==> config.mk <==
export PLATFORM = sky130hd
export DESIGN_NAME = mac_lane_flat
export DESIGN_NICKNAME = d
export VERILOG_FILES = /design/src/kernel_pkg.sv /design/src/kernel_if.sv /design/src/mac_lane.sv /design/src/flat_wrapper.sv
export SDC_FILE = /design/constraint.sdc
export NUM_CORES = 2
export LEC_CHECK = 0
export ABC_AREA = 1
export BUFFER_PORTS_ARGS = -buffer_cell sky130_fd_sc_hd__buf_2
export CAP_MARGIN = 10
export CORE_MARGIN = 10
export CORE_UTILIZATION = 37
export CTS_CLUSTER_DIAMETER = 60
export DETAILED_ROUTE_END_ITERATION = 16
export SYNTH_ARGS = -nofsm -noshare
export SYNTH_HDL_FRONTEND = slang
export SYNTH_SLANG_ARGS = --single-unit
==> constraint.sdc <==
create_clock -name clk -period 8.27 [get_ports clk]
set_clock_uncertainty 0.1 [all_clocks]
set_input_delay 1.654 -clock clk [delete_from_list [all_inputs] [get_ports clk]]
set_output_delay 1.654 -clock clk [all_outputs]
set_load 0.005 [all_outputs]
==> src/kernel_pkg.sv <==
//////////////////////////////
// widths and types of the inference kernel
// lane count must match the weight word width
// ACC_DEPTH bounds reads per iteration
//////////////////////////////
`default_nettype none

package kernel_pkg;

  localparam int DATA_W     = 8;   // one activation or weight item
  localparam int GROUP_SIZE = 4;   // items per activation word
  localparam int NUM_LANES  = 4;
  localparam int ADDR_W     = 10;
  localparam int ITER_W     = 8;
  localparam int READS_W    = 8;
  localparam int ACC_DEPTH  = 16;  // largest allowed reads per iteration
  localparam int ACC_W      = 2 * DATA_W + ITER_W;  // room for num_iters products

  localparam int IDX_W = $clog2(ACC_DEPTH);
  localparam int CNT_W = ITER_W + READS_W;  // total words one reader may fetch

  typedef logic signed [DATA_W-1:0]          data_t;
  typedef logic [GROUP_SIZE-1:0][DATA_W-1:0] group_t;
  typedef logic [NUM_LANES-1:0][DATA_W-1:0]  weight_word_t;  // byte l feeds lane l
  typedef logic [GROUP_SIZE-1:0][ACC_W-1:0]  acc_group_t;
  typedef logic [ADDR_W-1:0]                 addr_t;
  typedef logic [ITER_W-1:0]                 iter_t;
  typedef logic [READS_W-1:0]                reads_t;
  typedef logic [IDX_W-1:0]                  idx_t;
  typedef logic [CNT_W-1:0]                  count_t;

endpackage

`default_nettype wire

==> src/kernel_if.sv <==
//////////////////////////////
// valid/ready streams inside the kernel
// payload stable while valid and not ready
// valid never waits on ready
//////////////////////////////
`default_nettype none

// distributor to lane, one activation group with its weight byte
interface op_if import kernel_pkg::*; ();

  logic   valid;
  logic   ready;
  group_t act;
  data_t  weight;
  idx_t   idx;         // read index inside the iteration
  logic   first_iter;
  logic   last_iter;

  modport src (
    output valid, act, weight, idx, first_iter, last_iter,
    input  ready
  );

  modport dst (
    input  valid, act, weight, idx, first_iter, last_iter,
    output ready
  );

endinterface

// lane to writer, final sums of one read index
interface res_if import kernel_pkg::*; ();

  logic       valid;
  logic       ready;
  acc_group_t sums;
  idx_t       idx;

  modport src (output valid, sums, idx, input ready);
  modport dst (input valid, sums, idx, output ready);

endinterface

`default_nettype wire

==> src/mac_lane.sv <==
//////////////////////////////
// multiply then accumulate, two stages
// accumulator entry per read index, no reset
// sums leave only in the last iteration
//////////////////////////////
`default_nettype none

module mac_lane import kernel_pkg::*; #(
  parameter int ACC_DEPTH = kernel_pkg::ACC_DEPTH
) (
  input  wire logic clk,
  input  wire logic arst_n,
  op_if.dst         op,
  res_if.src        res
);

  acc_group_t acc_mem [ACC_DEPTH];

  // stage 1, products
  logic       s1_valid;
  logic       s1_first, s1_last;
  idx_t       s1_idx;
  acc_group_t s1_prod;

  // result register towards the writer
  logic       res_valid_q;
  acc_group_t res_sums_q;
  idx_t       res_idx_q;

  acc_group_t prod, sum, acc_rd;
  logic       res_busy, s2_go, op_fire;

  always_comb begin
    logic signed [2*DATA_W-1:0] p;
    for (int g = 0; g < GROUP_SIZE; g++) begin
      p       = $signed(op.act[g]) * op.weight;
      prod[g] = {{(ACC_W-2*DATA_W){p[2*DATA_W-1]}}, p};  // sign extend
    end
  end

  assign acc_rd = acc_mem[s1_idx];

  always_comb begin
    for (int g = 0; g < GROUP_SIZE; g++) begin
      sum[g] = (s1_first ? '0 : acc_rd[g]) + s1_prod[g];
    end
  end

  assign res_busy = res_valid_q & ~res.ready;
  assign s2_go    = s1_valid & ~(s1_last & res_busy);  // only results can stall
  assign op.ready = ~s1_valid | s2_go;
  assign op_fire  = op.valid & op.ready;

  assign res.valid = res_valid_q;
  assign res.sums  = res_sums_q;
  assign res.idx   = res_idx_q;

  always_ff @(posedge clk or negedge arst_n) begin
    if (!arst_n) begin
      s1_valid    <= 1'b0;
      res_valid_q <= 1'b0;
    end else begin
      if (op_fire)    s1_valid <= 1'b1;
      else if (s2_go) s1_valid <= 1'b0;

      if (s2_go && s1_last) res_valid_q <= 1'b1;
      else if (res.ready)   res_valid_q <= 1'b0;
    end
  end

  always_ff @(posedge clk) begin
    if (op_fire) begin
      s1_prod  <= prod;
      s1_idx   <= op.idx;
      s1_first <= op.first_iter;
      s1_last  <= op.last_iter;
    end
    if (s2_go && !s1_last) acc_mem[s1_idx] <= sum;
    if (s2_go && s1_last) begin
      res_sums_q <= sum;
      res_idx_q  <= s1_idx;
    end
  end

  // distributor must keep read indices inside the accumulator
  a_idx_range: assert property (@(posedge clk) disable iff (!arst_n)
    op.valid |-> (int'(op.idx) < ACC_DEPTH));

endmodule

`default_nettype wire

==> src/flat_wrapper.sv <==
// flat-port wrapper written by rule: the top's interface ports become plain ports
module mac_lane_flat import kernel_pkg::*;
#(
  parameter int ACC_DEPTH = kernel_pkg::ACC_DEPTH
)
  (clk, arst_n, op_valid, op_act, op_weight, op_idx, op_first_iter, op_last_iter, op_ready, res_valid, res_sums, res_idx, res_ready);
  op_if op_i ();
  res_if res_i ();
  input  wire logic clk;
  input  wire logic arst_n;
  input wire logic [$bits(op_i.valid)-1:0] op_valid;
  input wire logic [$bits(op_i.act)-1:0] op_act;
  input wire logic [$bits(op_i.weight)-1:0] op_weight;
  input wire logic [$bits(op_i.idx)-1:0] op_idx;
  input wire logic [$bits(op_i.first_iter)-1:0] op_first_iter;
  input wire logic [$bits(op_i.last_iter)-1:0] op_last_iter;
  output wire logic [$bits(op_i.ready)-1:0] op_ready;
  output wire logic [$bits(res_i.valid)-1:0] res_valid;
  output wire logic [$bits(res_i.sums)-1:0] res_sums;
  output wire logic [$bits(res_i.idx)-1:0] res_idx;
  input wire logic [$bits(res_i.ready)-1:0] res_ready;
  assign op_i.valid = op_valid;
  assign op_i.act = op_act;
  assign op_i.weight = op_weight;
  assign op_i.idx = op_idx;
  assign op_i.first_iter = op_first_iter;
  assign op_i.last_iter = op_last_iter;
  assign op_ready = op_i.ready;
  assign res_valid = res_i.valid;
  assign res_sums = res_i.sums;
  assign res_idx = res_i.idx;
  assign res_i.ready = res_ready;
  mac_lane #(.ACC_DEPTH(ACC_DEPTH)) u_core (.clk(clk), .arst_n(arst_n), .op(op_i), .res(res_i));
endmodule
==> impl_metrics.csv <==
group,metric,value,unit
status,status,"complete, no violations",
drt,postRouteAntennaNets,0,
yosys,synth.avg_cell_area,11.8,um^2
yosys,yosys.cell_types.count,39,
drt,dr.pass1.iters,5,
place,place.gp.congestion,0.889,
die,ioPinCount,152,
setup_path,crit_path_end_kind,"flip-flop",
power_and_ir_drop,ir_worst_vdd,0.000198,V
timing,timing.final.ws_setup,2.44,ns
timing,hold_violations,0,
die,start_util,37.2,%
power_and_ir_drop,combPwrFrac,28.1,%
setup_path,critPathRequiredTime,8.60,ns
setup_path,crit_chain,"inv_8 -> buf_4 -> buf_4 -> o21ai_0 -> o22ai_1 -> o211ai_1 -> a21oi_1 -> ha_1 -> a21oi_1 -> o21ai_0 -> a21oi_1 -> o21ai_0 -> xor2_1",
place,preCtsSetupSlack,1.85,ns
timing,finalSetupViolCount,0,
clocking,cts_resized,0,
timing,worst_slew_pin_slew,1.27,ns
final_layout,final_cell_mix,"edfxtp_1, nor2_1, o21ai_0",
power_and_ir_drop,p_clk_share,26.8,%
power_and_ir_drop,sequentialPowerShare,45.2,%
die,dieHeight,487,um
clocking,htreeDepth,4,
yosys,ys_seq_area_share,63.7,%
timing,min_period,5.83,ns
power_and_ir_drop,switching_share,33.3,%
drt,wirelength,222000,um
setup_path,cpPeakStageDelay,1.02,ns
yosys,syn_inst,6817,
global_route,antenna_found_initial,15,
drt,wl_per_cell,22.5,um
timing,rsz0062_at_grt,"false",
die,die_w,487,um
timing,setup-tns-final,0,ns
die,fp.dieArea,237000,um^2
timing,fmaxAchievable,172,MHz
clocking,clk_latency,0.83,ns
power_and_ir_drop,p_int,19.1,mW
timing,relSlewSlack,14.9,%
final_layout,final_common_cell,"edfxtp_1",
clocking,cts_hold_buf,0,
yosys,synth-async-reset-ratio,0.117,%
die,core_area,217000,um^2
final_layout,drive_above_1_share,7.72,%
yosys,yosysWarningCount,0,
yosys,syn_area,80700,um^2
place,port_buffers,151,
clocking,post_cts.repair.setup_buffers,0,
clocking,clock_sinks,1712,
setup_path,worstSetupPathType,"flip-flop to flip-flop",
global_route,grt_pass1_wl,334000,um
global_route,grt_usage,18.2,%
clocking,clk_pin_slew,0.06,ns
global_route,grt_overflow,0,
clocking,cts_tree,"done",
drt,vias_per_cell,5.42,
yosys,synth_edf_count,1706,
setup_path,cp_max_fo,144,
global_route,grt_max_degree,214,
power_and_ir_drop,p_leak,33.2,nW
die,core.rowCount,171,
clocking,root_buffer,"clkbuf_16",
yosys,synth_flop_cell,"edfxtp_1",
global_route,first_global_vias,52768,
run,max_cap_viol_count,0,
place,place_hpwl,123000,um
setup_path,crit_path_start_kind,"flip-flop",
setup_path,worstPathArrival,6.15,ns
yosys,ys_ff_latch,1712,
setup_path,worst_r2r_path_depth,13,
yosys,synth.net_count,7299,
setup_path,crit_family,"buffers and inverters",
clocking,ctsLongestPathBuffers,3,
worst_hold_path,hold_path_depth,0,
final_layout,area_growth,11.7,%
power_and_ir_drop,switchingPower,9.53,mW
drt,drc_errors,0,
drt,num_vias,53521,
setup_path,slowest_stage,"xor2_1",
timing,drv_slew,0,
setup_path,crit_cells,13,
final_layout,nNetsFinal,7353,
timing,fin_crit_sh,70.5,%
drt,drtIter0Drc,4807,
worst_hold_path,min_path_type,"flip-flop to flip-flop",
setup_path,worst-path-buf-inv,3,
final_layout,nFillCells,20275,
clocking,cts_buffers,177,
final_layout,postLayoutCoreUtil,41.5,%
power_and_ir_drop,powerDensity,317,nW/um^2
==> flip-flops by register name (all words and copies together), names as in the netlist, named ones only <==
| signal | cells |
|---|---|
| u_core.s1_first | 1 |
| u_core.res.sums | 96 |
| u_core.s1_idx | 4 |
| u_core.s1_last | 1 |
| u_core.acc_mem | 1536 |
| u_core.res.valid | 1 |
| u_core.s1_prod | 64 |
| u_core.s1_valid | 1 |
| u_core.res.idx | 4 |
==> cell type report <==
cell class              instances  area (um^2)  area share [%]
repair buffers                259         1810            2.01
flip-flops and latches       1712        51400            57.0
clock inverters               100          938            1.04
clock buffers                 220         4610            5.12
multi-input cells            4023        25200            27.9
inverters                     698         2650            2.94
well taps                    2854         3570            3.96
diodes                          4         10.0          0.0111
==> final timing paths <==
check                                  from                      to  slack, ns
setup / recovery                  flip-flop  u_core.acc_mem[11][13]       2.44
hold / removal             u_core.s1_idx[0]       u_core.res.idx[0]       0.43
max in group asynchronous            arst_n         u_core.s1_valid       7.46
setup reg to reg                  flip-flop  u_core.acc_mem[11][13]       2.44
min in group asynchronous            arst_n        u_core.res.valid       0.51
hold reg to reg            u_core.s1_idx[0]       u_core.res.idx[0]       0.43
==> cell usage after synthesis (all sizes together), types with 16 or more instances <==
master	instances	share of area (%)
nand2	714	3.3
o211ai	133	1.2
o21ai	799	5.0
nor2	904	4.2
nor3	26	0.16
a21oi	214	1.3
edfxtp	1706	64
o22ai	108	0.84
o221ai	239	2.6
inv	696	3.2
clkbuf	263	1.2
o21bai	16	0.15
buf	121	0.82
fa	224	5.6
ha	208	3.2
nand3	242	1.5
nand4	24	0.19
xor2	81	0.88
xnor2	39	0.42
==> metrics by stage <==
step | cell area, um^2 | total power, mW | std cells | hold WS (ns)
6_report | 90100 | 28.6 | 9870 | 0.429
5_1_grt | 90100 | 30.2 | 9869 | 0.447
4_1_cts | 89900 | 28.6 | 9845 | 0.436
3_5_place_dp | 84400 | 21.0 | 9525 | 0.420
3_3_place_gp | 84400 | 20.8 | 9524 | 0.413
2_1_floorplan | 80700 | 18.0 | 6817 | 0.374
==> routing by layer <==
metal,up-vias,routed length (um),track usage [%]
met4,10,5760,5.22
met3,319,15300,2.94
li1,24283,-,-
met1,27052,96200,25.0
met2,1857,105000,29.8
met5,-,67,0
==> cell families after synthesis <==
family | count (synthesis) | share of synthesized area (%)
and+or+nand+nor | 1933 | 9.56
DFF | 1712 | 63.7
AOI/OAI and AO/OA | 1538 | 11.4
buffers and inverters | 1082 | 5.31
adders and majority gates | 432 | 8.79
xor gates and xnor gates | 120 | 1.30
==> worst reg2reg max path: stages (launching register included) <==
cell	delay [ns]
dfxtp_4	0.50
inv_8	0.73
buf_4	0.73
buf_4	0.61
o21ai_0	0.16
o22ai_1	0.20
o211ai_1	0.12
a21oi_1	0.28
ha_1	0.33
a21oi_1	0.20
o21ai_0	0.11
a21oi_1	0.16
o21ai_0	0.19
xor2_1	1.02
==> power groups by stage <==
| stage | clock (mW) | combinational [mW] | sequential, mW |
|---|---|---|---|
| after global routing | 8.13 | 9.10 | 12.9 |
| after global placement | 0 | 7.66 | 13.1 |
| after detailed placement | 0 | 7.87 | 13.1 |
| after CTS | 7.78 | 7.91 | 12.9 |
| after floorplan | 0 | 5.27 | 12.7 |
| final | 7.65 | 8.03 | 12.9 |
No activity file was read; power rests on OpenSTA's default activity.
