===== config.mk =====
export PLATFORM = sky130hd
export DESIGN_NAME = mem_reader
export DESIGN_NICKNAME = d
export VERILOG_FILES = /design/src/kernel_pkg.sv /design/src/mem_reader.sv
export SDC_FILE = /design/constraint.sdc
export NUM_CORES = 1
export LEC_CHECK = 0
export BUFFER_PORTS_ARGS = -buffer_cell sky130_fd_sc_hd__buf_4
export CAP_MARGIN = 20
export CORE_MARGIN = 2
export CORE_UTILIZATION = 51
export CTS_CLUSTER_DIAMETER = 80
export DETAILED_ROUTE_END_ITERATION = 6
export PLACE_DENSITY = 0.88
export SYNTH_ARGS = -nofsm -noshare
export SYNTH_HDL_FRONTEND = slang
export SYNTH_SLANG_ARGS = --single-unit
export TNS_END_PERCENT = 10

===== constraint.sdc =====
create_clock -name clk -period 4.5 [get_ports clk]
set_input_delay 0.45 -clock clk [delete_from_list [all_inputs] [get_ports clk]]
set_output_delay 0.45 -clock clk [all_outputs]
set_load 0.03 [all_outputs]

===== src/kernel_pkg.sv =====
//////////////////////////////
// widths and types of the inference kernel
// lane count must match the weight word width
// ACC_DEPTH bounds reads per iteration
//////////////////////////////
`default_nettype none

package kernel_pkg;

  localparam int DATA_W     = 8;   // one activation or weight item
  localparam int GROUP_SIZE = 4;   // items per activation word
  localparam int NUM_LANES  = 4;
  localparam int ADDR_W     = 10;
  localparam int ITER_W     = 8;
  localparam int READS_W    = 8;
  localparam int ACC_DEPTH  = 16;  // largest allowed reads per iteration
  localparam int ACC_W      = 2 * DATA_W + ITER_W;  // room for num_iters products

  localparam int IDX_W = $clog2(ACC_DEPTH);
  localparam int CNT_W = ITER_W + READS_W;  // total words one reader may fetch

  typedef logic signed [DATA_W-1:0]          data_t;
  typedef logic [GROUP_SIZE-1:0][DATA_W-1:0] group_t;
  typedef logic [NUM_LANES-1:0][DATA_W-1:0]  weight_word_t;  // byte l feeds lane l
  typedef logic [GROUP_SIZE-1:0][ACC_W-1:0]  acc_group_t;
  typedef logic [ADDR_W-1:0]                 addr_t;
  typedef logic [ITER_W-1:0]                 iter_t;
  typedef logic [READS_W-1:0]                reads_t;
  typedef logic [IDX_W-1:0]                  idx_t;
  typedef logic [CNT_W-1:0]                  count_t;

endpackage

`default_nettype wire


===== src/mem_reader.sv =====
//////////////////////////////
// one read outstanding at a time
// memory answers one or more cycles after the request
// count of zero leaves the reader idle
//////////////////////////////
`default_nettype none

module mem_reader import kernel_pkg::*; #(
  parameter int WORD_W = 32
) (
  input  wire logic              clk,
  input  wire logic              arst_n,
  input  wire logic              configure,
  input  wire count_t            count,      // words to read in this run
  input  wire addr_t             base,
  output addr_t                  mem_addr,
  output logic                   mem_read,
  input  wire logic              mem_valid,
  input  wire logic [WORD_W-1:0] mem_data,
  output logic                   out_valid,
  input  wire logic              out_ready,
  output logic [WORD_W-1:0]      out_data
);

  typedef enum logic [1:0] {
    ST_IDLE,
    ST_REQ,    // request on the memory port this cycle
    ST_WAIT,   // waiting for the memory answer
    ST_HOLD    // word held until taken downstream
  } state_t;

  state_t state;
  count_t left;   // words not yet passed on

  assign mem_read  = (state == ST_REQ);
  assign out_valid = (state == ST_HOLD);

  always_ff @(posedge clk or negedge arst_n) begin
    if (!arst_n) begin
      state    <= ST_IDLE;
      left     <= '0;
      mem_addr <= '0;
    end else if (configure) begin
      left     <= count;
      mem_addr <= base;
      state    <= (count != '0) ? ST_REQ : ST_IDLE;
    end else begin
      case (state)
        ST_REQ:  state <= ST_WAIT;
        ST_WAIT: if (mem_valid) state <= ST_HOLD;
        ST_HOLD: begin
          if (out_ready) begin
            left     <= left - count_t'(1);
            mem_addr <= mem_addr + addr_t'(1);
            state    <= (left == count_t'(1)) ? ST_IDLE : ST_REQ;
          end
        end
        default: state <= ST_IDLE;
      endcase
    end
  end

  always_ff @(posedge clk) begin
    if (state == ST_WAIT && mem_valid) out_data <= mem_data;
  end

  // memory must not answer a read that was never issued
  a_no_stray_valid: assert property (@(posedge clk) disable iff (!arst_n)
    mem_valid |-> state == ST_WAIT);

endmodule

`default_nettype wire


==> results.md, run 1 <==
* Rows at 25
* Cells after DPL at 382
* Final-report hold violation count at 0
* Worst-path clk slew at 0.07 ns
* Tcrit/Tclk final at 44.38%
* DIE AREA at 5687 µm²
* Postcts setup bufs at 0
* Top FF cell, synth: edfxtp_1
* Synth area leader: edfxtp_1
* RSZ-0062 raised after global routing: false
* First-pass GRT wire length at 8.852 mm
* Setup CP Type: register to register
* CTS resizes at 0
* Uppermost layer routed: met4
* IO buf count at 106
* DRT met1 WL at 2.343 mm
* Max Slew Vio Count at 0
* Crit. End Element: register
* Crit path DAT at 2.25 ns
* Worst-skew pair later-pin latency at 0.33 ns
* Die width at 75.42 µm
* Worst slew pin tran at 0.6577 ns
* Tightest Hold Check Type: input port to asynchronous set/reset pin
* CTS HTree Levels at 3
* Worst reg2reg path depth at 5
* Fmax at 0.5007 GHz
* ANT nets after route at 0
* Min Tclk post-route at 1.997 ns
* Final WL at 6.008 mm
* Maximum Capacitance Violations at 0
* Post-Syn Instances at 216
* CTS tree: done
* Mean number of vias per cell at 5.078
* Synthesis Warnings at 0
* DP Area at 3456 µm²
* DR WL/cell at 15.10 µm
* Grt total ovfl at 0
* Final setup viols at 0
* Number of flops mapped to enable cells by yosys at 32
* Cell Count, Final, Fillers Out at 398
* Synth Cell Area at 2601 µm²
* Worst setup SP type: register
* Top-area cell type share of the netlist area at 36.94%
* Syn nets at 285
* Top cells by count, synth: edfxtp_1 (32), nand2_1 (29), dfrtp_1 (28)
* Post-route DRC at 0
* Asr flop ratio synth at 46.67%
* Worst R2R Start: state[1]$_DFFE_PN0P_
* Die H at 75.42 µm
* Met3 wire length at 741 µm
* Hold-fix buffers at CTS at 0
* Clock Skew at 0.004471 ns
* Final GP Congestion at 0.7908
* Antenna fix cells at 0
* PwrDens at 410.4 nW/µm²
* Total global routing track utilization at 21.73%
* Drt pass-1 iters at 4
* Setup TNS at 0 ns
* Synth cell types at 34
* Share of cells above drive strength 1 at 36.86%
* Status: completed
* Crit path max fanout at 9
* Vias at 2,021
* Initial antenna violation count at 0
* Yosys reg bits at 60
* Mean Syn Cell Area at 12.04 µm²
* Min setup slack post-route at 2.503 ns
* Final nets at 395
* Max Root-Sink Buffers at 2
* HPWL after DPL at 4.486 mm
* Crit. Startpoint: state[1]$_DFFE_PN0P_
* CTS buffer count at 9
* Pre-CTS worst setup slack at 2.525 ns
* Vias in the first global route at 1,900
* Slew margin rel. at 55.81%
* Initial Util at 54.00%
* Top cells by area, synth: edfxtp_1 (37%), dfrtp_1 (27%), o21ai_0 (4.8%)
* CORE AREA at 4817 µm²
* Ports at 107
* Hold Slack at 0.01979 ns
* Peak VDD IR at 0.2367 mV
* Leakage at 1.541 nW
* WP data required at 4.76 ns
* Cell area after layout at 3638 µm²
* DR iter-0 viols at 151
* Num Clock Sinks at 60
* Area grow syn2layout at 39.87%
* Register area share after synthesis at 63.88%
* Root buf cell: clkbuf_8
* Largest net degree at the start of global routing at 54
* Metal2 WL at 2.832 mm
* Most numerous cell in the Yosys netlist: edfxtp_1
[sequential cells by signal (all words and copies together), names as in the netlist]
register,cells
left,16
mem_addr,10
out_data,32
state,2
[power breakdown]
part	internal (mW)	switching (mW)
Clock	0.250	0.198
Sequential	0.648	0.0478
Combinational	0.143	0.207
[layout by cell type (no fill, tap or decap), types with 3 or more instances in the layout]
cell type    n
xnor2_1      9
edfxtp_1    32
nor2b_1      3
nor2_1       9
nor4_1       6
ha_1         6
nand3_1      8
dfrtp_1     28
o21ai_0     25
nand4_1      5
buf_4      107
clkbuf_8     9
xor2_1      13
nor3_1       5
nand2_1     29
inv_1        6
[path summary, 6_finish.rpt]
path | to | slack, ns
setup reg to reg | left[14]$_DFFE_PN0P_ | 2.50
hold / removal | mem_addr[7]$_DFFE_PN0P_ | 0.02
setup / recovery | left[14]$_DFFE_PN0P_ | 2.50
max in group asynchronous | left[6]$_DFFE_PN0P_ | 4.21
min in group clk | out_data[10]$_DFFE_PP_ | 0.29
hold reg to reg | left[15]$_DFFE_PN0P_ | 0.58
[area by class of cell]
cell class	count	area (µm²)
Clock buffer	10	127.6
Tap cell	67	83.83
Timing Repair Buffer	107	803.3
Inverter	6	22.52
Clock inverter	6	55.05
Multi-Input combinational cell	142	884.6
Sequential cell	60	1662
Fill cell	350	1179
[worst max-delay path: stages, from the launching register on]
cell     delay (ns)
dfrtp_1        0.43
ha_1           0.34
and3_1         0.36
nand3_1        0.13
or4_1          0.50
a31oi_1        0.16
[cell families (layout without fill, tap and decap cells)]
logic type,count (synthesis),in the layout,synth area share (%)
DFF,60,60,63.88
adders and majority gates,6,6,2.886
and+or+nand+nor,79,79,16.16
xor gates and xnor gates,22,22,7.408
muxes,1,1,0.3848
AOI/OAI and AO/OA,34,34,7.167
buffers and inverters,14,129,2.116
[routing by layer]
| metal | up-vias | GRT usage [%] |
|---|---|---|
| met2 | 100 | 33.53 |
| met3 | 11 | 9.392 |
| met4 | 0 | 8.187 |
| met1 | 917 | 27.39 |
| met5 | - | 0 |
| li1 | 993 | - |
[per-stage QoR]
step / power [mW] / utilization [%]
3_3_place_gp: 1.043 / 71.74
5_1_grt: 1.566 / 75.53
6_report: 1.493 / 75.53
4_1_cts: 1.511 / 75.53
3_5_place_dp: 1.056 / 71.74
2_1_floorplan: 0.9082 / -
Power figures use the tool's default switching activity.
==> inputs of run 2 (changes only) <==
--- a/config.mk
+++ b/config.mk
@@ -8,10 +8,10 @@
 export BUFFER_PORTS_ARGS = -buffer_cell sky130_fd_sc_hd__buf_4
 export CAP_MARGIN = 20
 export CORE_MARGIN = 2
-export CORE_UTILIZATION = 51
+export CORE_UTILIZATION = 43
 export CTS_CLUSTER_DIAMETER = 80
 export DETAILED_ROUTE_END_ITERATION = 6
-export PLACE_DENSITY = 0.88
+export PLACE_DENSITY = 0.8
 export SYNTH_ARGS = -nofsm -noshare
 export SYNTH_HDL_FRONTEND = slang
 export SYNTH_SLANG_ARGS = --single-unit
==> constraint.sdc (replaced) <==
create_clock -name clk -period 1.6 [get_ports clk]
set_input_delay 0.16 -clock clk [delete_from_list [all_inputs] [get_ports clk]]
set_output_delay 0.16 -clock clk [all_outputs]
set_load 0.03 [all_outputs]
==> results.md, run 2 (synthesized netlist as in run 1, its figures left out) <==
* Root buf cell: clkbuf_8 (unchanged)
* Peak VDD IR at 0.8761 mV (was 0.2367 mV)
* Hold endpoint: mem_addr[3]$_DFFE_PN0P_
* FF/Latch Area at 1663 µm² (was 1662 µm²)
* DR WL/cell at 14.54 µm (was 15.10 µm)
* Final GP Congestion at 0.7792 (was 0.7908)
* Total global routing track utilization at 19.81% (was 21.73%)
* ANT nets after route at 0 (unchanged)
* Final nets at 446 (was 395)
* Crit path DAT at 2.02 ns (was 2.25 ns)
* Mean number of vias per cell at 4.877 (was 5.078)
* First-pass GRT wire length at 9.887 mm (was 8.852 mm)
* Status: complete, but fails checks (was completed)
* PwrDens at 1103 nW/µm² (was 410.4 nW/µm²)
* CTS tree: done (unchanged)
* Area grow syn2layout at 60.94% (was 39.87%)
* Sequential share of power at 42.1% (was 46.6%)
* Maximum Capacitance Violations at 0 (unchanged)
* WP data required at 1.86 ns (was 4.76 ns)
* Grt total ovfl at 0 (unchanged)
* Final WL at 6.647 mm (was 6.008 mm)
* Largest net degree at the start of global routing at 33 (was 54)
* Die width at 81.78 µm (was 75.42 µm)
* Crit path max fanout at 2 (was 9)
* Fmax at 0.5675 GHz (was 0.5007 GHz)
* Max reg flops at 32 (unchanged)
* IO buf count at 106 (unchanged)
* Max Slew Vio Count at 0 (unchanged)
* DR iter-0 viols at 70 (was 151)
* Worst slew pin tran at 0.3882 ns (was 0.6577 ns)
* Final setup viols at 2 (was 0)
* Post-route DRC at 0 (unchanged)
* CTS HTree Levels at 3 (unchanged)
* Leading cell type in the layout, fill and taps excluded: buf_4 (unchanged)
* Clock Skew at 0.005707 ns (was 0.004471 ns)
* Crit. End Element: register (unchanged)
* Hold path startpoint: base[3]
* Final-report hold violation count at 0 (unchanged)
* Initial antenna violation count at 0 (unchanged)
* Leakage at 1.789 nW (was 1.541 nW)
* Setup CP Type: register to register (unchanged)
* Worst setup SP type: register (unchanged)
* Share of cells above drive strength 1 at 39.53% (was 36.86%)
* P_int at 3.248 mW (was 1.041 mW)
* Switch share at 29.66% (was 30.31%)
* Failing checks: negative setup slack
* FILL cells at 425 (was 350)
* Slew margin rel. at 74.12% (was 55.81%)
* Die H at 81.78 µm (was 75.42 µm)
* Rows at 28 (was 25)
* RSZ-0062 raised after global routing: true (was false)
* Total power draw at 4.618 mW (was 1.493 mW)
* Vias at 2,229 (was 2,021)
* Tcrit/Tclk final at 110.1% (was 44.38%)
* Worst R2R Start: left[12]$_DFFE_PN0P_ (was state[1]$_DFFE_PN0P_)
* Min Tclk post-route at 1.762 ns (was 1.997 ns)
* Antenna fix cells at 0 (unchanged)
* Top flop regs: out_data: 32 flops, left: 16 flops, mem_addr: 10 flops (unchanged)
* Most flops, register: out_data (unchanged)
* Hold Slack at 0.02745 ns (was 0.01979 ns)
* Multi-input combinational cell area at 919.6 µm² (was 884.6 µm²)
* Min setup slack post-route at -0.1621 ns (was 2.503 ns)
* Num Clock Sinks at 60 (unchanged)
* Drt pass-1 iters at 4 (unchanged)
* HPWL after DPL at 4.611 mm (was 4.486 mm)
* R2R Path End: left[15]$_DFFE_PN0P_ (was left[14]$_DFFE_PN0P_)
* CORE AREA at 5886 µm² (was 4817 µm²)
* Power share of the clock group at 31.9% (was 30.0%)
* Initial Util at 44.20% (was 54.00%)
* Logic pwr share at 26.0% (was 23.5%)
* WHS Path Cells at 3
* Ports at 107 (unchanged)
* Vias in the first global route at 2,175 (was 1,900)
* CTS buffer count at 9 (unchanged)
* DIE AREA at 6687 µm² (was 5687 µm²)
* Worst-path clk slew at 0.07 ns (about the same)
* Max Root-Sink Buffers at 2 (unchanged)
* Worst-skew pair later-pin latency at 0.33 ns (about the same)
* Tightest Hold Check Type: input port to register (was input port to asynchronous set/reset pin)
* Most frequent cells in the layout: buf_4 (124), dlygate4sd3_1 (33), edfxtp_1 (32) (was buf_4 (107), edfxtp_1 (32), nand2_1 (29))
* NetSw at 1.370 mW (was 0.4526 mW)
* Worst reg2reg path depth at 4 (was 5)
* R2R Setup Slk at -0.16 ns (was 2.50 ns)
==> run 2: changes by cell type in the layout (fill, tap and decap cells not counted), moves of 2 or more <==
cell / delta
dlygate4sd3_1: +33
nor2b_2: +2
o21ai_1: +3
o21ai_0: -3
clkinv_1: -2
nor2b_1: -2
buf_4: +17
==> run 2: metrics by stage <==
step	worst slack [ns]	instance area, µm²	instances	setup TNS (ns)	utilization (%)
6_report	-0.1621	4187	457	-0.2311	71.13
5_1_grt	-0.2034	4187	457	-0.3753	71.13
4_1_cts	-0.1943	4098	450	-0.2786	69.62
3_5_place_dp	-0.1979	3621	408	-3.148	61.52
3_3_place_gp	-0.1508	3621	408	-0.8475	61.52
2_1_floorplan	-0.2409	2634	216	-0.4241	-
==> run 2: what timing repair did <==
action | in CTS | in global routing
pin swaps | 1 | 2
cloned | 0 | 0
setup endpoints to repair | 34 | 15
buffers inserted | 0 | 0
endpoints found under the hold margin | 53 | 7
resized for setup | 1 | 9
hold buffers | 26 | 7
==> run 2: per-layer routing <==
metal / wire length (µm) / global-route usage, % / vias up / part of all wire (%)
li1: - / - / 1105 / -
met2: 3125 / 32.52 / 104 / 47
met5: 0 / 0 / - / 0
met1: 2810 / 25.20 / 1014 / 42
met3: 649 / 5.385 / 6 / 9.8
met4: 62 / 7.167 / 0 / 0.93
==> run 2: layout make-up <==
type,count,share of cell area [%]
clock buffers,9,2.959
clock inverters,7,2.182
inverters,6,0.5380
multi-input cells,142,21.97
flip-flops and latches,60,39.72
well taps,75,2.241
repair buffers,158,30.39
==> run 2: worst max-delay path by stage <==
stage | slack [ns] | start | depth (start not counted) | endpoint
detailed placement | -0.20 | left[12]$_DFFE_PN0P_ | 4 | left[15]$_DFFE_PN0P_
CTS | -0.19 | left[12]$_DFFE_PN0P_ | 4 | left[15]$_DFFE_PN0P_
finish | -0.16 | left[12]$_DFFE_PN0P_ | 4 | left[15]$_DFFE_PN0P_
floorplan | -0.24 | state[1]$_DFFE_PN0P_ | 7 | left[14]$_DFFE_PN0P_
global route | -0.20 | left[12]$_DFFE_PN0P_ | 4 | left[15]$_DFFE_PN0P_
global placement | -0.15 | left[12]$_DFFE_PN0P_ | 4 | left[15]$_DFFE_PN0P_
==> run 2: worst max-delay path, cell delays in order (launching register included) <==
cell and delay, ns:
dfrtp_1 0.38, or4_4 0.53, or3_4 0.34, or3_1 0.32
a31oi_1 0.13
==> run 2: power by group through the flow <==
stage               combinational, mW  clock [mW]  sequential (mW)
finish                           1.20        1.47             1.94
CTS                              1.18        1.50             1.94
global placement                 1.10           0             1.96
detailed placement               1.12           0             1.97
floorplan                       0.437           0             2.16
global route                     1.31        1.58             1.96
