===== config.mk =====
export PLATFORM = sky130hd
export DESIGN_NAME = result_writer_flat
export DESIGN_NICKNAME = d
export VERILOG_FILES = /design/src/kernel_pkg.sv /design/src/kernel_if.sv /design/src/result_writer.sv /design/src/flat_wrapper.sv
export SDC_FILE = /design/constraint.sdc
export NUM_CORES = 1
export LEC_CHECK = 0
export BUFFER_PORTS_ARGS = -buffer_cell sky130_fd_sc_hd__buf_2
export CAP_MARGIN = 10
export CELL_PAD_IN_SITES_DETAIL_PLACEMENT = 1
export CELL_PAD_IN_SITES_GLOBAL_PLACEMENT = 1
export CORE_MARGIN = 2
export CORE_UTILIZATION = 40
export DETAILED_ROUTE_END_ITERATION = 10
export PLACE_DENSITY = 0.82
export SETUP_SLACK_MARGIN = 0.15
export SLEW_MARGIN = 30
export SYNTH_ARGS = -nofsm -noshare
export SYNTH_HDL_FRONTEND = slang
export SYNTH_SLANG_ARGS = --single-unit

===== constraint.sdc =====
create_clock -name clk -period 5.5 [get_ports clk]
set_clock_uncertainty 0.2 [all_clocks]
set_input_delay 0.55 -clock clk [delete_from_list [all_inputs] [get_ports clk]]
set_output_delay 0.55 -clock clk [all_outputs]
set_load 0.1 [all_outputs]

===== src/kernel_pkg.sv =====
//////////////////////////////
// widths and types of the inference kernel
// lane count must match the weight word width
// ACC_DEPTH bounds reads per iteration
//////////////////////////////
`default_nettype none

package kernel_pkg;

  localparam int DATA_W     = 8;   // one activation or weight item
  localparam int GROUP_SIZE = 4;   // items per activation word
  localparam int NUM_LANES  = 4;
  localparam int ADDR_W     = 10;
  localparam int ITER_W     = 8;
  localparam int READS_W    = 8;
  localparam int ACC_DEPTH  = 16;  // largest allowed reads per iteration
  localparam int ACC_W      = 2 * DATA_W + ITER_W;  // room for num_iters products

  localparam int IDX_W = $clog2(ACC_DEPTH);
  localparam int CNT_W = ITER_W + READS_W;  // total words one reader may fetch

  typedef logic signed [DATA_W-1:0]          data_t;
  typedef logic [GROUP_SIZE-1:0][DATA_W-1:0] group_t;
  typedef logic [NUM_LANES-1:0][DATA_W-1:0]  weight_word_t;  // byte l feeds lane l
  typedef logic [GROUP_SIZE-1:0][ACC_W-1:0]  acc_group_t;
  typedef logic [ADDR_W-1:0]                 addr_t;
  typedef logic [ITER_W-1:0]                 iter_t;
  typedef logic [READS_W-1:0]                reads_t;
  typedef logic [IDX_W-1:0]                  idx_t;
  typedef logic [CNT_W-1:0]                  count_t;

endpackage

`default_nettype wire


===== src/kernel_if.sv =====
//////////////////////////////
// valid/ready streams inside the kernel
// payload stable while valid and not ready
// valid never waits on ready
//////////////////////////////
`default_nettype none


// lane to writer, final sums of one read index
interface res_if import kernel_pkg::*; ();

  logic       valid;
  logic       ready;
  acc_group_t sums;
  idx_t       idx;

  modport src (output valid, sums, idx, input ready);
  modport dst (input valid, sums, idx, output ready);

endinterface

`default_nettype wire


===== src/result_writer.sv =====
//////////////////////////////
// clips sums to min_clip..max_clip
// one write per accepted word, never busy
// assumes min_clip <= max_clip
//////////////////////////////
`default_nettype none

module result_writer import kernel_pkg::*; (
  input  wire logic  clk,
  input  wire logic  arst_n,
  input  wire logic  configure,
  input  wire addr_t write_address,
  input  wire data_t min_clip,
  input  wire data_t max_clip,
  res_if.dst         res,
  output group_t     data_out,
  output addr_t      addr_out,
  output logic       valid_out
);

  addr_t  base_q;
  data_t  min_q, max_q;
  group_t clip;

  assign res.ready = 1'b1;  // a word is written the cycle after it arrives

  always_comb begin
    logic signed [ACC_W-1:0] s;
    for (int g = 0; g < GROUP_SIZE; g++) begin
      s = $signed(res.sums[g]);
      if (s < min_q)      clip[g] = min_q;
      else if (s > max_q) clip[g] = max_q;
      else                clip[g] = s[DATA_W-1:0];
    end
  end

  always_ff @(posedge clk or negedge arst_n) begin
    if (!arst_n) begin
      base_q    <= '0;
      min_q     <= '0;
      max_q     <= '0;
      valid_out <= 1'b0;
    end else begin
      if (configure) begin
        base_q <= write_address;
        min_q  <= min_clip;
        max_q  <= max_clip;
      end
      valid_out <= res.valid & res.ready;
    end
  end

  always_ff @(posedge clk) begin
    if (res.valid && res.ready) begin
      data_out <= clip;
      addr_out <= base_q + addr_t'(res.idx);
    end
  end

endmodule

`default_nettype wire


===== src/flat_wrapper.sv =====
// flat-port wrapper written by rule: the top's interface ports become plain ports
module result_writer_flat import kernel_pkg::*;
  (clk, arst_n, configure, write_address, min_clip, max_clip, data_out, addr_out, valid_out, res_valid, res_sums, res_idx, res_ready);
  res_if res_i ();
  input  wire logic clk;
  input  wire logic arst_n;
  input  wire logic configure;
  input  wire addr_t write_address;
  input  wire data_t min_clip;
  input  wire data_t max_clip;
  output group_t data_out;
  output addr_t addr_out;
  output logic valid_out;
  input wire logic [$bits(res_i.valid)-1:0] res_valid;
  input wire logic [$bits(res_i.sums)-1:0] res_sums;
  input wire logic [$bits(res_i.idx)-1:0] res_idx;
  output wire logic [$bits(res_i.ready)-1:0] res_ready;
  assign res_i.valid = res_valid;
  assign res_i.sums = res_sums;
  assign res_i.idx = res_idx;
  assign res_ready = res_i.ready;
  result_writer u_core (.clk(clk), .arst_n(arst_n), .configure(configure), .write_address(write_address), .min_clip(min_clip), .max_clip(max_clip), .res(res_i), .data_out(data_out), .addr_out(addr_out), .valid_out(valid_out));
endmodule

==> results by group, run 1 <==
Layout
  – Fillers: 2129
  – Final Cell Area: 8850 um2
  – Layout Nets: about 1.3k
  – Layout cells sized above 1: 22.7%
  – Layout area overhead: 19.2%
  – Ant. Diodes: 0

Global route
  – Largest net degree at the start of global routing: 44
  – Initial antenna violation count: 0
  – First-pass GRT wire length: 38100 um
  – Gr ovfl total: 0
  – Total GRT Usage: around a quarter
  – Vias in the first global route: 7286

CTS
  – Post-CTS Setup Inserts: 0
  – H-tree depth: 3
  – Resize count post-CTS: 0
  – Clock Path Buffers: 2
  – Clock root cell: clkbuf_16
  – CTS Buf Count: 9
  – Clock Latency Late Sink: approximately 330 ps
  – Clk pin slew, worst setup/hold paths: 60 ps
  – Post-CTS Hold Buffers: 0
  – TritonCTS clock tree: done
  – Clk sink count: 69

Routing
  – Residual DRC: 0
  – Antenna-violating nets left: 0
  – Wire length after detailed routing: ~24000 um
  – Detailed route wirelength on metal3: between 1000 and 1500 um
  – Drt first pass iters: 5
  – Routed vias: slightly above 7k
  – Drt initial violations: around 390
  – Max layer used: met4
  – WL per Instance: approximately 20 um
  – Met1 wire length: around 11000 um
  – DR vias/cell: roughly 6.0
  – Met2 wire length: around 12000 um

Setup path
  – Slowest CP cell: o211ai_1
  – Max FO, Critical Path: 36
  – CP Launch Point: u_core.max_q[7]
  – Largest stage delay on the critical path: 600 ps
  – Cell chain of the critical path: inv_2 -> buf_4 -> ha_1 -> a21oi_1 -> o21ai_0 -> a21oi_1 -> o211ai_1 -> o211ai_1 -> nand4_1 -> o211ai_1
  – Kind of critical path: flop to flop
  – Worst path most repeated cell: o211ai_1
  – Crit path buf inv count: 2
  – Largest delay share family, worst path: compound AO/OA/AOI/OAI gates
  – CP Capture Type: flop
  – CP startpoint kind: flop
  – Worst R2R Start: u_core.max_q[7]
  – Data required, critical path: ~5500 ps
  – CP arrival: 3940 ps

Floorplanning
  – Initial Utilization: roughly two fifths
  – Die Width: 140 um
  – Placeable Area: around 18000 um2
  – Die area: 19700 um2
  – Site Rows: around 50
  – I/O pin cnt: roughly 170
  – Height of the die: approximately 140 um

Synth
  – Post-Syn Nets: about 1.1k
  – #FFs+latches synth: 69
  – FFs w/ async S/R, synth: 39.1%
  – Register area share after synthesis: between 20% and 30%
  – Post-Syn Area: 7420 um2
  – EDFF count, synth: 42
  – Synth cell types: 57
  – Avg Inst Size Synth: ~9.5 um2
  – Post-synth top flop: edfxtp_1
  – YS warnings: 0
  – Syn Inst Count: around 780

STA
  – Sum Neg Setup Slack: 0 ps
  – Slew Viols, Final: 0
  – Worst-margin pin slew: between 800 and 900 ps
  – Fin crit period: approximately 4000 ps
  – Final worst slack: between 1500 and 2000 ps
  – Setup Viol. Count Final: 0
  – Final hold vios: 0
  – Slew Limit Headroom: a little under half
  – RSZ-0062 raised after global routing: no
  – Tcrit/Tclk final: 72.6%
  – Maximum clock frequency: between 200 and 300 MHz

Status
  – Status: completed

Power
  – Leakage: approximately 4.1 nW
  – Reg power frac: about 28%
  – Clock Power Share: about a quarter
  – Cell Pwr Density: between 200 and 300 nW/um2
  – Sw Share: between 40% and 50%
  – Comb pwr share: approximately 49%
  – Switching power: 1.18 mW
  – Int Power: about 1.4 mW
  – Peak VDD IR: ~0.16 mV

Placement
  – Area after DPL: about 8500 um2
  – Pre-CTS WS: roughly 1300 ps
  – Post-DP HPWL: between 15000 and 20000 um
  – Number of port buffers: roughly 170
  – GP Congestion: ~0.9

Job
  – Max-Cap Viols: 0

Worst hold path
  – HP Class: primary input to asynchronous set/reset pin
==> metrics by stage <==
step | hold slack (ps) | util [%] | power (mW) | std cells
finish | 25.8 | 48.9 | 2.55 | 1188
global route | 75.3 | 48.9 | 2.69 | 1188
CTS | 47.4 | 48.9 | 2.55 | 1187
floorplan | 54.4 | - | 1.62 | 781
detailed placement | 312 | 47.2 | 1.95 | 1171
global placement | 301 | 47.1 | 1.91 | 1170
==> flip-flops by register name, summed over array words and instances (netlist names) <==
| register | count |
|---|---|
| u_core.max_q | 8 |
| u_core.base_q | 10 |
| u_core.valid_out | 1 |
| u_core.data_out | 32 |
| u_core.min_q | 8 |
| u_core.addr_out | 10 |
==> placed cells by master (no fill, tap or decap), types with 22 or more instances in the layout <==
cell / count
nand3_1: 29
buf_2: 172
a21oi_1: 65
edfxtp_1: 42
inv_1: 28
a31oi_1: 22
nand2_1: 53
o211ai_1: 42
dfrtp_1: 27
nor2_1: 32
ha_1: 192
a21o_1: 26
nand4_1: 50
o21ai_0: 50
==> routing by layer <==
layer	up-vias	GRT usage, %
met4	0	6.01
met2	201	42.1
met5	-	0
met3	39	3.49
met1	3414	32.0
li1	3441	-
==> worst paths after layout <==
check	to	slack, ps	cells past startpoint
min	u_core.base_q[7]	30	1
max reg2reg	u_core.data_out[17]	1510	10
max	u_core.data_out[17]	1510	10
min reg2reg	u_core.base_q[0]	340	1
max in group asynchronous	u_core.min_q[2]	4660	1
min in group clk	u_core.min_q[5]	230	3
==> cells in the mapped netlist, types with 2 or more instances <==
cell | count | area, um2
inv_1 | 30 | 113
nor4_1 | 3 | 18.8
o21a_1 | 7 | 52.6
a211o_1 | 4 | 35.0
o31a_1 | 2 | 17.5
o21ai_0 | 50 | 250
o21ai_1 | 2 | 10.0
nand2_1 | 53 | 199
and3_1 | 5 | 31.3
a31oi_1 | 22 | 138
dfrtp_1 | 27 | 676
or3_1 | 4 | 25.0
a221oi_2 | 2 | 30.0
edfxtp_1 | 42 | 1260
nor3_1 | 7 | 35.0
nor2_1 | 32 | 120
buf_6 | 2 | 22.5
nand2b_1 | 5 | 31.3
a211oi_2 | 2 | 25.0
a21oi_1 | 65 | 325
xnor2_1 | 5 | 43.8
and4_1 | 3 | 26.3
o211a_1 | 3 | 30.0
mux2_2 | 10 | 113
a211oi_1 | 5 | 37.5
o211ai_1 | 42 | 315
nor2b_1 | 7 | 43.8
a221oi_1 | 4 | 35.0
a21o_1 | 26 | 195
a2111oi_0 | 2 | 17.5
nand3_1 | 29 | 145
a22oi_1 | 2 | 15.0
xor2_1 | 3 | 26.3
buf_1 | 2 | 7.51
nand4_1 | 50 | 313
ha_1 | 192 | 2400
clkbuf_1 | 10 | 37.5
==> cell type report <==
| type | instances | area [um2] | share of cell area (%) |
|---|---|---|---|
| multi-input combinational | 666 | 5300 | 59.9 |
| clock buffer | 9 | 225 | 2.54 |
| tap | 229 | 287 | 3.24 |
| clock inverter | 7 | 83.8 | 0.947 |
| sequential | 69 | 1940 | 21.9 |
| timing repair buffer | 178 | 906 | 10.2 |
| inverter | 30 | 113 | 1.27 |
==> power by group through the flow <==
stage | clock (mW) | sequential (mW) | combinational, mW
floorplan | 0 | 1.08 | 0.542
CTS | 0.598 | 0.704 | 1.25
detailed placement | 0 | 0.713 | 1.24
finish | 0.593 | 0.704 | 1.25
global placement | 0 | 0.711 | 1.20
global route | 0.618 | 0.709 | 1.36
==> kinds of logic (layout without fill, tap and decap cells) <==
family / count (synthesis) / after routing / share of synthesized area, %
DFF: 69 / 69 / 26.1
buffers and inverters: 46 / 224 / 2.60
AOI/OAI and AO/OA: 251 / 251 / 22.2
and+or+nand+nor: 202 / 202 / 13.8
adders and majority gates: 193 / 193 / 32.6
muxes: 11 / 11 / 1.65
xor gates and xnor gates: 8 / 8 / 0.944
other: 1 / 1 / 0.0505
Power figures use the tool's default switching activity.
==> run 2: changes to the inputs <==
==> constraint.sdc (replaced) <==
create_clock -name clk -period 3.8 [get_ports clk]
set_clock_uncertainty 0.2 [all_clocks]
set_input_delay 0.38 -clock clk [delete_from_list [all_inputs] [get_ports clk]]
set_output_delay 0.38 -clock clk [all_outputs]
set_load 0.1 [all_outputs]
==> results by group, run 2 (same netlist as run 1, synthesis figures left out) <==
Layout
  – Biggest regs: u_core.data_out: 32 flops, u_core.addr_out: 10 flops, u_core.base_q: 10 flops
  – Post-Route Utilization: between 40% and 50%
  – Layout Nets: roughly 1.3k
  – Max reg flops: 32
  – Layout Cells excl Fill: 1196
  – Top reg by flops: u_core.data_out
  – Most frequent cells in the layout: 192 x ha_1, 172 x buf_2, 65 x a21oi_1
  – Fillers: 2176
  – Commonest non-fill, non-tap cell in the layout: ha_1
  – Area of the multi-input gates: ~5300 um2
  – Layout area overhead: 20.1%
  – FF/Latch Area: about 1900 um2
  – Layout cells sized above 1: about a quarter

STA
  – Slew Limit Headroom: 50.5%
  – Final hold vios: 0
  – RSZ-0062 raised after global routing: no
  – Tcrit/Tclk final: 90.9%
  – Setup Viol. Count Final: 0
  – Worst-margin pin slew: 743 ps
  – Slew Viols, Final: 0
  – Fin crit period: about 3500 ps
  – Maximum clock frequency: between 200 and 300 MHz
  – Sum Neg Setup Slack: 0 ps

Power
  – Int Power: between 1.5 and 2 mW
  – Reg power frac: between 20 and 30%
  – Clock Power Share: 22.1%
  – Comb pwr share: 49.9%
  – Leakage: slightly above 4 nW
  – Switching power: roughly 1.7 mW
  – Cell Pwr Density: about 410 nW/um2
  – Sw Share: approximately 46%
  – Peak VDD IR: between 0.2 and 0.25 mV

Global route
  – Largest net degree at the start of global routing: 46
  – Initial antenna violation count: 1
  – Vias in the first global route: 7480
  – Total GRT Usage: 24.8%
  – First-pass GRT wire length: slightly below 40000 um
  – Gr ovfl total: 0

Setup path
  – Max FO, Critical Path: 18
  – CP arrival: about 3400 ps
  – CP Capture Type: flop
  – Largest stage delay on the critical path: around 580 ps
  – Slowest CP cell: o211ai_1
  – Largest delay share family, worst path: compound AO/OA/AOI/OAI gates
  – Cell chain of the critical path: clkinvlp_4 -> buf_4 -> ha_1 -> nand4_1 -> nor2_1 -> a22oi_1 -> o2111ai_1 -> o211ai_1 -> nand3_1 -> a31oi_1
  – Kind of critical path: flop to flop
  – CP startpoint kind: flop
  – Data required, critical path: approximately 3700 ps
  – Crit path buf inv count: 2

Routing
  – Routed vias: 7155
  – WL per Instance: between 20 and 25 um
  – Drt first pass iters: 5
  – Drt initial violations: 340
  – DR vias/cell: 5.98
  – Antenna-violating nets left: 0
  – Wire length after detailed routing: between 20000 and 25000 um
  – Residual DRC: 0

CTS
  – H-tree depth: 3
  – CTS Buf Count: 9
  – Clk sink count: 69
  – TritonCTS clock tree: done
  – Clock root cell: clkbuf_16
  – Clock Path Buffers: 2
  – Clock Latency Late Sink: approximately 330 ps
  – Clk pin slew, worst setup/hold paths: 60 ps

Floorplanning
  – Height of the die: ~140 um
  – Initial Utilization: a little over 40%
  – I/O pin cnt: between 150 and 200
  – Site Rows: a little under 50
  – Placeable Area: about 18000 um2
  – Die Width: approximately 140 um
  – Die area: 19700 um2

Placement
  – # placed instances: ~1.2k
  – Number of port buffers: ~170
  – Post-DP HPWL: about 19000 um
  – GP Congestion: 0.829

Job
  – Max-Cap Viols: 0

Worst hold path
  – HP Class: primary input to flop

Status
  – Status: completed
[run 2: cell types whose count changed in the layout (fill, tap and decap cells not counted), moves of 2 or more]
cell	previous run	this run
clkinv_4	3	1
clkinv_2	0	2
inv_2	2	0
clkinvlp_4	1	3
buf_4	6	10
[run 2: stage by stage]
stage	worst slack [ps]	hold WS, ps	power [mW]	cell area [um2]
finish	344	51.3	3.65	8920
CTS	157	45.7	3.64	8880
global route	172	65.7	3.87	8920
detailed placement	34.8	246	2.84	8580
floorplan	31.6	-116	2.35	7430
global placement	212	238	2.76	8570
[run 2: tightest hold or removal path: stages]
cell and delay [ps]:
buf_2 80, nand2_1 40, o21ai_0 50
[run 2: layout make-up]
type | count | share of cell area [%]
clock inverters | 3 | 0.210
inverters | 30 | 1.35
diodes | 1 | 0.0281
repair inverters | 1 | 0.0842
clock buffers | 12 | 3.00
repair buffers | 185 | 10.9
multi-input cells | 666 | 59.5
well taps | 229 | 3.21
flip-flops and latches | 69 | 21.7
[run 2: repair_timing]
item,in CTS,in global routing
hold buffers,1,0
setup endpoints to repair,8,32
buffers inserted,0,2
resized for setup,1,3
gates cloned,0,1
endpoints found under the hold margin,27,0
[run 2: per-layer routing]
layer | vias up | track usage (%) | routed length (um)
met4 | 0 | 8.88 | 690
met5 | - | 0 | 0
met1 | 3440 | 32.1 | 10600
li1 | 3456 | - | -
met2 | 219 | 42.1 | 11400
met3 | 40 | 3.76 | 1400
[run 2: worst paths after layout]
path,startpoint,end,slack (ps),cells past startpoint
max reg2reg,u_core.max_q[7],u_core.data_out[28],340,10
min,min_clip[5],u_core.min_q[5],50,3
max in group asynchronous,arst_n,u_core.base_q[0],2590,2
min reg2reg,u_core.base_q[0],u_core.base_q[0],320,1
min in group asynchronous,arst_n,u_core.base_q[8],400,2
max,u_core.max_q[7],u_core.data_out[28],340,10
[run 2: power groups by stage]
stage | Sequential (mW) | Clock, mW | Combinational [mW]
floorplan | 1.57 | 0 | 0.785
global placement | 1.03 | 0 | 1.73
detailed placement | 1.03 | 0 | 1.80
CTS | 1.02 | 0.809 | 1.82
global route | 1.03 | 0.849 | 1.99
finish | 1.02 | 0.805 | 1.82
